`config.mk`:
```
export PLATFORM = sky130hd
export DESIGN_NAME = ipv4_header_parser
export DESIGN_NICKNAME = d
export VERILOG_FILES = /design/src/rtl/frame_parse_pkg.sv /design/src/rtl/byte_beat_if.sv /design/src/rtl/frame_sequencer.sv /design/src/rtl/header_field_capture.sv /design/src/rtl/ipv4_header_parser.sv /design/src/rtl/payload_forwarder.sv
export SDC_FILE = /design/constraint.sdc
export NUM_CORES = 1
export LEC_CHECK = 0
export BUFFER_PORTS_ARGS = -buffer_cell sky130_fd_sc_hd__buf_4
export CORE_MARGIN = 4
export CORE_UTILIZATION = 54
export CTS_CLUSTER_DIAMETER = 30
export DETAILED_ROUTE_END_ITERATION = 6
export PLACE_DENSITY = 0.91
export SETUP_SLACK_MARGIN = 0.05
export SYNTH_ARGS = -nofsm -noshare
export SYNTH_HDL_FRONTEND = slang
export SYNTH_HIERARCHICAL = 1
export SYNTH_SLANG_ARGS = --single-unit
export TNS_END_PERCENT = 100
```
`constraint.sdc`:
```
create_clock -name clock -period 4.05 [get_ports clock]
set_input_delay 0 -clock clock [delete_from_list [all_inputs] [get_ports clock]]
set_output_delay 0 -clock clock [all_outputs]
set_load 0.02 [all_outputs]
```
`src/rtl/frame_parse_pkg.sv`:
```
//--------------------------------------------------------------------
// Stream widths, IPv4 header record and sequencer state encoding
//--------------------------------------------------------------------

package frame_parse_pkg;

    //----------------------------------------------------------------
    // Stream geometry
    //----------------------------------------------------------------

    // One byte per stream beat
    localparam int BYTE_WIDTH   = 8;

    // Fixed IPv4 header without options
    localparam int HEADER_BYTES = 20;

    typedef logic [BYTE_WIDTH-1:0] byte_t;

    // Position inside a frame, stops counting at HEADER_BYTES
    typedef logic [4:0] byte_index_t;

    //----------------------------------------------------------------
    // Header layout
    //----------------------------------------------------------------

    // Fields in wire order, first byte on the wire lands in the MSBs.
    // The byte offset of each field follows from its place in the record.
    typedef struct packed {
        logic [7:0]  version_ihl;
        logic [7:0]  tos;
        logic [15:0] total_length;
        logic [15:0] identification;
        // Three flag bits above the 13-bit fragment offset
        logic [15:0] flags_fragment;
        logic [7:0]  ttl;
        logic [7:0]  protocol;
        logic [15:0] header_checksum;
        logic [31:0] src_addr;
        logic [31:0] dst_addr;
    } ipv4_header_t;

    //----------------------------------------------------------------
    // Sequencer phases
    //----------------------------------------------------------------

    // IDLE waits for the first byte of a frame
    // HEADER collects bytes 1 to 19
    // PAYLOAD passes bytes on until last
    // DISCARD drops a frame that began with enable low
    typedef enum logic [1:0] {
        IDLE    = 2'd0,
        HEADER  = 2'd1,
        PAYLOAD = 2'd2,
        DISCARD = 2'd3
    } parse_state_t;

endpackage

```
`src/rtl/byte_beat_if.sv`:
```
//--------------------------------------------------------------------
// Accepted byte stream from the sequencer to capture and forwarding
//--------------------------------------------------------------------

interface byte_beat_if
    import frame_parse_pkg::*;
();

    logic        beat;
    byte_t       data;
    logic        last;
    byte_index_t index;
    logic        in_header;
    logic        ready;

    modport source (output beat, data, last, index, in_header, input ready);

    // Forwarder owns the back-pressure
    modport sink (input beat, data, last, index, in_header, output ready);

    // Observes only, no say in ready
    modport monitor (input beat, data, last, index, in_header);

endinterface

```
`src/rtl/frame_sequencer.sv`:
```
//--------------------------------------------------------------------
// Frame sequencer, byte position and phase tracking with enable and
// short frame handling
//--------------------------------------------------------------------

module frame_sequencer
    import frame_parse_pkg::*;
(
    input  logic        clock,
    input  logic        rst_n,
    input  logic        enable,
    input  byte_t       in_data,
    input  logic        in_valid,
    input  logic        in_last,
    output logic        in_ready,
    byte_beat_if.source beats
);

    parse_state_t state;
    parse_state_t state_next;
    byte_index_t  byte_idx;
    logic         accept;
    logic         header_byte;
    logic         frame_kept;

    // Input waits whenever the output register is stalled
    assign in_ready = beats.ready;
    assign accept   = in_valid && beats.ready;

    // Phase of the byte now on the input.
    // The first byte of a frame is decided by enable while still in IDLE
    assign header_byte = (state == HEADER) || ((state == IDLE) && enable);
    assign frame_kept  = header_byte || (state == PAYLOAD);

    assign beats.beat      = accept && frame_kept;
    assign beats.data      = in_data;
    assign beats.last      = in_last;
    assign beats.index     = byte_idx;
    assign beats.in_header = header_byte;

    //----------------------------------------------------------------
    // Next phase, evaluated only on an accepted byte
    //----------------------------------------------------------------
    always_comb begin
        state_next = state;
        case (state)
            IDLE: begin
                if (!in_last) begin
                    state_next = enable ? HEADER : DISCARD;
                end
            end
            HEADER: begin
                // Last byte inside the header abandons the frame
                if (in_last) begin
                    state_next = IDLE;
                end else if (byte_idx == byte_index_t'(HEADER_BYTES - 1)) begin
                    state_next = PAYLOAD;
                end
            end
            default: begin
                if (in_last) begin
                    state_next = IDLE;
                end
            end
        endcase
    end

    always_ff @(posedge clock or negedge rst_n) begin
        if (!rst_n) begin
            state    <= IDLE;
            byte_idx <= '0;
        end else if (accept) begin
            state <= state_next;
            if (in_last) begin
                byte_idx <= '0;
            end else if (byte_idx != byte_index_t'(HEADER_BYTES)) begin
                byte_idx <= byte_idx + 1'b1;
            end
        end
    end

    // Payload bytes all share the saturated index
    assert property (@(posedge clock) disable iff (!rst_n)
        byte_idx <= byte_index_t'(HEADER_BYTES))
        else $error("byte index ran past the header length");

endmodule

```
`src/rtl/header_field_capture.sv`:
```
//--------------------------------------------------------------------
// Header byte capture into the IPv4 record and header valid flag
//--------------------------------------------------------------------

module header_field_capture
    import frame_parse_pkg::*;
(
    input  logic         clock,
    input  logic         rst_n,
    byte_beat_if.monitor beats,
    output ipv4_header_t header,
    output logic         header_valid
);

    byte_index_t byte_slot;
    logic        header_beat;
    logic        header_done;
    logic        frame_end;

    // Byte 0 goes to the top of the record
    assign byte_slot = byte_index_t'(HEADER_BYTES - 1) - beats.index;

    assign header_beat = beats.beat && beats.in_header;
    assign frame_end   = beats.beat && beats.last;

    // Final header byte with more to follow
    assign header_done = header_beat && !beats.last &&
                         (beats.index == byte_index_t'(HEADER_BYTES - 1));

    //----------------------------------------------------------------
    // Field storage
    //----------------------------------------------------------------
    always_ff @(posedge clock or negedge rst_n) begin
        if (!rst_n) begin
            header <= '0;
        end else if (header_beat) begin
            header[byte_slot * BYTE_WIDTH +: BYTE_WIDTH] <= beats.data;
        end
    end

    //----------------------------------------------------------------
    // Valid flag, held from header end to frame end
    //----------------------------------------------------------------
    always_ff @(posedge clock or negedge rst_n) begin
        if (!rst_n) begin
            header_valid <= 1'b0;
        end else if (frame_end) begin
            header_valid <= 1'b0;
        end else if (header_done) begin
            header_valid <= 1'b1;
        end
    end

    // Previous frame must have ended before the next header starts
    assert property (@(posedge clock) disable iff (!rst_n)
        (header_beat && (beats.index == byte_index_t'(0))) |-> !header_valid)
        else $error("new header started while header_valid was still high");

endmodule

```
`src/rtl/ipv4_header_parser.sv`:
```
//--------------------------------------------------------------------
// IPv4 header parser top, sequencer feeding field capture and payload
// forwarding, header record split onto plain field ports
//--------------------------------------------------------------------

module ipv4_header_parser
    import frame_parse_pkg::*;
(
    input  logic                    clock,
    input  logic                    rst_n,
    input  logic                    enable,

    // Byte stream in
    input  byte_t                   in_data,
    input  logic                    in_valid,
    input  logic                    in_last,
    output logic                    in_ready,

    // Payload stream out
    output byte_t                   out_data,
    output logic                    out_valid,
    output logic                    out_last,
    input  logic                    out_ready,

    // Parsed header
    output logic                    header_valid,
    output byte_t                   version_ihl,
    output byte_t                   tos,
    output logic [2*BYTE_WIDTH-1:0] total_length,
    output logic [2*BYTE_WIDTH-1:0] identification,
    output logic [2*BYTE_WIDTH-1:0] flags_fragment,
    output byte_t                   ttl,
    output byte_t                   protocol,
    output logic [2*BYTE_WIDTH-1:0] header_checksum,
    output logic [4*BYTE_WIDTH-1:0] src_addr,
    output logic [4*BYTE_WIDTH-1:0] dst_addr
);

    ipv4_header_t header;

    byte_beat_if beats ();

    frame_sequencer u_sequencer (
        .clock    (clock),
        .rst_n    (rst_n),
        .enable   (enable),
        .in_data  (in_data),
        .in_valid (in_valid),
        .in_last  (in_last),
        .in_ready (in_ready),
        .beats    (beats.source)
    );

    header_field_capture u_capture (
        .clock        (clock),
        .rst_n        (rst_n),
        .beats        (beats.monitor),
        .header       (header),
        .header_valid (header_valid)
    );

    payload_forwarder u_forwarder (
        .clock     (clock),
        .rst_n     (rst_n),
        .beats     (beats.sink),
        .out_data  (out_data),
        .out_valid (out_valid),
        .out_last  (out_last),
        .out_ready (out_ready)
    );

    //----------------------------------------------------------------
    // Record to field ports
    //----------------------------------------------------------------
    assign version_ihl     = header.version_ihl;
    assign tos             = header.tos;
    assign total_length    = header.total_length;
    assign identification  = header.identification;
    assign flags_fragment  = header.flags_fragment;
    assign ttl             = header.ttl;
    assign protocol        = header.protocol;
    assign header_checksum = header.header_checksum;
    assign src_addr        = header.src_addr;
    assign dst_addr        = header.dst_addr;

endmodule

```
`src/rtl/payload_forwarder.sv`:
```
//--------------------------------------------------------------------
// Payload output register, one deep, with back-pressure
//--------------------------------------------------------------------

module payload_forwarder
    import frame_parse_pkg::*;
(
    input  logic      clock,
    input  logic      rst_n,
    byte_beat_if.sink beats,
    output byte_t     out_data,
    output logic      out_valid,
    output logic      out_last,
    input  logic      out_ready
);

    logic load;

    // Register can take a byte when empty or being drained this cycle
    assign beats.ready = !out_valid || out_ready;

    // Sequencer only strobes beat on an accepted byte
    assign load = beats.beat && !beats.in_header;

    //----------------------------------------------------------------
    // Control
    //----------------------------------------------------------------
    always_ff @(posedge clock or negedge rst_n) begin
        if (!rst_n) begin
            out_valid <= 1'b0;
            out_last  <= 1'b0;
        end else if (load) begin
            out_valid <= 1'b1;
            out_last  <= beats.last;
        end else if (out_ready) begin
            out_valid <= 1'b0;
            out_last  <= 1'b0;
        end
    end

    //----------------------------------------------------------------
    // Data
    //----------------------------------------------------------------
    always_ff @(posedge clock) begin
        if (load) begin
            out_data <= beats.data;
        end
    end

    // Held byte may not change or vanish under back-pressure
    assert property (@(posedge clock) disable iff (!rst_n)
        (out_valid && !out_ready) |=>
            (out_valid && $stable(out_data) && $stable(out_last)))
        else $error("output byte changed while stalled");

endmodule

```
# Yosys cells after proc, flatten, opt, wreduce, memory -nomap -nowiden
# Cells that the tools add are included.
dict set report op_classes {
  reduce_logical 21
  muxes 14
  shift 2
  eq_ne 6
  add_sub_neg 3
}
# cell n
set ops {}
lappend ops {{160-bit bitwise mux} 1}
lappend ops {{8-bit by 34-bit variable shift with 160-bit output (first input constant)} 1}
lappend ops {{8-bit by 34-bit variable part select with 160-bit output} 1}
lappend ops {{8-bit negator with 34-bit output} 1}
lappend ops {{2-bit two-way mux} 5}
lappend ops {{5-bit two-way mux} 2}
lappend ops {{1-bit logical AND} 8}
lappend ops {{2-bit nonzero test} 3}
lappend ops {{5-bit by 1-bit adder with 5-bit output (second input constant)} 1}
lappend ops {{5-bit equality test (second input constant)} 1}
lappend ops {{1-bit two-way mux} 5}
lappend ops {{5-bit inequality test (second input constant)} 1}
lappend ops {{5-bit subtractor (first input constant)} 1}
lappend ops {{2-bit one-hot mux with 2 select lines} 1}
lappend ops {{4-bit AND reduction} 1}
lappend ops {{1-bit zero test} 3}
lappend ops {{1-bit logical OR} 3}
lappend ops {{3-bit by 2-bit inequality test with 1-bit output (second input constant)} 1}
lappend ops {{3-bit nonzero test} 1}
lappend ops {{2-bit by 1-bit equality test with 1-bit output (second input constant)} 1}
lappend ops {{2-bit equality test (second input constant)} 1}
lappend ops {{2-bit zero test} 1}
lappend ops {{2-bit inequality test (second input constant)} 1}
lappend ops {{2-bit AND reduction} 1}
dict set report totals {
  register_bits 178
  out_inout_bits 172
  word_cells 62
  inputBits 14
}

# Logic depth before layout (Yosys ltp)
dict set report logic_depth {
  word_depth 10
  depth_mapped 12
  mapped_depth_nobuf 9
}

# Cells and area by module
# The synthesis kept the hierarchy.
# module area_each_um2 seq_area_each_um2 n_inst cells_per_inst
set by_module_without_submodules {}
lappend by_module_without_submodules {header_field_capture 7322.0 4028.9 1 594}
lappend by_module_without_submodules {frame_sequencer 535.5 175.2 1 57}
lappend by_module_without_submodules {payload_forwarder 339.1 290.3 1 16}

# Least setup slack after synthesis
# OpenSTA, ideal clock, no wires.
dict set report synth_path {
  kind {flip-flop to flip-flop}
  from {reg u_sequencer.byte_idx[2] (netlist: u_sequencer/beats.index[2])}
  to {reg, netlist name u_capture/header[120]}
  stages_incl_launch_ff 12
  period_less_slack_ns 2.954
  t_arrival_ns 2.830
  setup_slack_ns 1.096
  n_path_buf 3
  required_time_ns 3.925
  setup_time_ns 0.125
  path_cell_list {dfrtp_1 -> buf_2 -> inv_1 -> ha_1 -> ha_1 -> inv_1 -> ha_1 -> clkbuf_1 -> nand4_1 -> clkbuf_1 -> a21oi_2 -> mux2_2}
}
dict set report synth_between {
  elab_chain_len 4
  elab_cells_between_ends 5
  classes_between {2 x add/sub; 2 x shift; 1 x mux}
}
# element line
set synth_lines {}
lappend synth_lines {{start, declared} frame_sequencer.sv:21} ;# byte_index_t byte_idx;
lappend synth_lines {{start signal, assigned} frame_sequencer.sv:77} ;# byte_idx <= byte_idx + 1'b1;
lappend synth_lines {{5-bit subtractor *} header_field_capture.sv:21} ;# assign byte_slot = byte_index_t'(HEADER_BYTES - 1) - beats.index;
lappend synth_lines {{8-bit negator with 34-bit output *} header_field_capture.sv:37} ;# header[byte_slot * BYTE_WIDTH +: BYTE_WIDTH] <= beats.data;
lappend synth_lines {{8-bit by 34-bit variable part select with 160-bit output or 8-bit by 34-bit variable shift with 160-bit output (tied branches)} header_field_capture.sv:37}
lappend synth_lines {{160-bit bitwise mux *} header_field_capture.sv:37}
# Every way passes the cells marked *; elsewhere a longest branch is shown, timed or not.
# A chain may end at the register's enable or synchronous reset.

# Final worst setup path
dict set report layout_path {
  from {reg u_sequencer.byte_idx[1] (netlist: u_sequencer/beats.index[1])}
  to {reg, netlist name u_capture/header[3]}
}
dict set report layout_between {
  elab_chain_len 4
  elab_cells_between_ends 5
  classes_between {2 x add/sub; 2 x shift; 1 x mux}
}
# element line
set layout_lines {}
lappend layout_lines {{5-bit subtractor *} header_field_capture.sv:21}
lappend layout_lines {{8-bit negator with 34-bit output *} header_field_capture.sv:37}
lappend layout_lines {{8-bit by 34-bit variable part select with 160-bit output or 8-bit by 34-bit variable shift with 160-bit output (tied branches)} header_field_capture.sv:37}
lappend layout_lines {{160-bit bitwise mux *} header_field_capture.sv:37}
# Marked as above.

==> flow_metrics.env <==
export IMPL_gp_congestion=0.861
export IMPL_wl_um=23000
export IMPL_start_util_pct=55.8
export IMPL_post_cts_buffers=0
export IMPL_detail_route_iter0_violations=576
export IMPL_setup_viol=0
export IMPL_cts_tree="done"
export IMPL_firstDrtPassIters=5
export IMPL_fin_crit_sh_pct=83.5
export IMPL_fmax_mhz=296
export IMPL_cts_max_level=4
export IMPL_num_vias=6384
export IMPL_worst_slew_pin_slew_ns=1.05
export IMPL_yosys_area_share_simple_pct=13.8
export IMPL_leakage_nw=5.24
export IMPL_grtUsageTotal_pct=26.9
export IMPL_setup_tns_ns=0
export IMPL_post_route_min_period_ns=3.38
export IMPL_grt_start_max_net_pins=99
export IMPL_yosysTopAreaCellShare_pct=51.9
export IMPL_power_mw=6.86
export IMPL_hold_buffers=12
export IMPL_place_hpwl_um=15800
export IMPL_powerDensity_nw_per_um2=660
export IMPL_drc=0
export IMPL_port_buffers=185
export IMPL_via_per_inst=6.09
export IMPL_synth_ff_latch_count=178
export IMPL_relSlewSlack_pct=29.8
export IMPL_cts_resized_gates=0
export IMPL_status="finished clean"
export IMPL_critical_path_required_ns=4.35
export IMPL_die_area_um2=17200
export IMPL_startpoint_type="register"
export IMPL_muxShareOfSynthArea_pct=19.8
export IMPL_grt_antenna_before_repair=0
export IMPL_grt_ovfl_total=0
export IMPL_yosys_warnings=6
export IMPL_drive_gt1_share_pct=43.1
export IMPL_synth_xor_xnor_area_share_pct=0.427
export IMPL_finalHoldViolations=0
export IMPL_syn_area_per_cell_um2=12.3
export IMPL_synth_cell_area_um2=8200
export IMPL_path_clk_slew_ns=0.07
export IMPL_synth_most_common_cell="dfrtp_1"
export IMPL_peakVddDrop_v=0.000423
export IMPL_num_rows=44
export IMPL_fp_dieW_um=131
export IMPL_clk_path_buf_depth=2
export IMPL_timing_hold_ws_ns=0.129
export IMPL_antenna_violating_nets_post_route=0
export IMPL_grt_pass1_vias=6558
export IMPL_cts_buffers=17
export IMPL_path_class="register to register"
export IMPL_grt_pass1_wl_um=36900
export IMPL_async_flop_share_pct=95.5
export IMPL_slew_violations=0
export IMPL_synthFlopType="dfrtp_1"
export IMPL_fin_cells=1048
export IMPL_clk_latency_ns=0.42
export IMPL_yosysSeqAreaShare_pct=54.8
export IMPL_post_place_cells=1005
export IMPL_io_pins=186
export IMPL_rsz0062_at_grt="false"
export IMPL_synth_nets=687
export IMPL_cts_root_buffer="clkbuf_16"
export IMPL_wire_per_inst_um=22.0
export IMPL_clock_skew_ns=0.00811
export IMPL_synth_edf_count=8
export IMPL_syn_to_final_growth_pct=26.8
export IMPL_drv_cap=0
export IMPL_synth_top_family_by_area="multiplexers"
export IMPL_die_h_um=131
export IMPL_cp_arrival_ns=3.68
export IMPL_cp_end_kind="register"
export IMPL_place_area_um2=9710
export IMPL_synth_compound_area_share_pct=5.57
export IMPL_yosys_top_cells_count="dfrtp_1, mux2_2, inv_1, mux2i_1, and3_1"
export IMPL_final_area_um2=10400
export IMPL_diodes=0
export IMPL_yosysUniqueCellTypes=57
export IMPL_synth_fa_ha_area_share_pct=0.916
export IMPL_cts_sinks=178
export IMPL_core_area_um2=14700
export IMPL_reg2reg_slack_ns=0.67
export IMPL_synthTopCellsByArea="dfrtp_1, mux2_2, mux2i_1"
export IMPL_netlist_instances=667
export IMPL_synth_top_area_cell="dfrtp_1"
export IMPL_path_max_fanout=17
export IMPL_hold_path_class="input port to register"
export IMPL_nets=872
-- area by class of cell --
cell class,count,area [µm²]
clock buffers,21,450
clock inverters,10,109
fillers,1028,4310
inverters,37,139
multi-input cells,407,3350
flip-flops and latches,178,4490
well taps,184,230
repair buffers,211,1620
-- placed cells by master (no fill, tap or decap), types with 3 or more instances in the layout --
cell type      instances
nor2b_1               11
mux2_2               115
buf_4                198
nor2_2                 3
edfxtp_1               8
mux2i_1               30
nor3b_1                3
nand3_1               13
and2_1                10
clkbuf_16             17
clkinv_2               5
inv_1                 37
nand2b_1               4
a21oi_1                3
o21ai_0               21
clkbuf_1               3
or4_1                  3
nand4_2                4
o21ai_1                3
nand2_1               20
o41ai_1               10
dfrtp_1              170
a21oi_2                8
dlygate4sd3_1         12
nor4_1                 6
o31ai_1                5
nand4_1               21
nor2_1                17
nand3b_1               4
and3b_1                4
and3_1                29
ha_1                   6
nor3_1                23
-- metal layers --
layer,routed length [µm],GRT usage [%],vias to the layer above
li1,-,-,2769
met1,8970,34.9,3217
met2,11300,44.0,364
met3,2320,8.22,34
met4,430,8.05,0
met5,0,0,-
-- critical path, cell delays in order (launching register included) --
cell	delay, ns
dfrtp_1	0.53
ha_1	0.48
and2_1	0.19
ha_1	0.45
inv_1	0.46
nand2_1	0.19
nor4_4	0.53
mux2_2	0.41
-- power breakdown --
part | internal, mW | switching (mW)
combinational | 0.989 | 1.98
clock | 0.918 | 0.655
sequential | 2.11 | 0.214
-- cells by family after synthesis --
| group | count (synthesis) |
|---|---|
| AND/OR/NAND/NOR | 186 |
| flip-flops | 178 |
| multiplexers | 147 |
| buffers and inverters | 82 |
| AO/OA/AOI/OAI | 64 |
| adder cells (fa/ha/maj) | 6 |
| XOR/XNOR | 4 |
-- through the flow --
stage,worst slack [ns],util [%]
4_1_cts,0.727,70.7
3_3_place_gp,0.894,66.1
3_5_place_dp,0.758,66.1
2_1_floorplan,1.10,-
5_1_grt,0.465,70.7
6_report,0.667,70.7
-- registers in the layout, summed over array words and instances (netlist names) --
name                     flops
u_capture/header_valid       1
u_sequencer/beats.index      5
u_forwarder/out_data         8
u_forwarder/out_valid        1
u_forwarder/out_last         1
u_capture/header           160
u_sequencer/state            2
-- path summary, 6_finish.rpt --
check                                           startpoint                     to  cells past startpoint
worst max-delay path            u_sequencer/beats.index[1]    u_capture/header[3]                      7
worst min-delay path                                enable  u_forwarder/out_valid                      5
worst max register to register  u_sequencer/beats.index[1]    u_capture/header[3]                      7
worst min register to register       u_capture/header[144]  u_capture/header[144]                      1
max in group asynchronous                            rst_n    u_capture/header[4]                      3
min in group asynchronous                            rst_n  u_capture/header[148]                      2
Power figures use the tool's default switching activity.
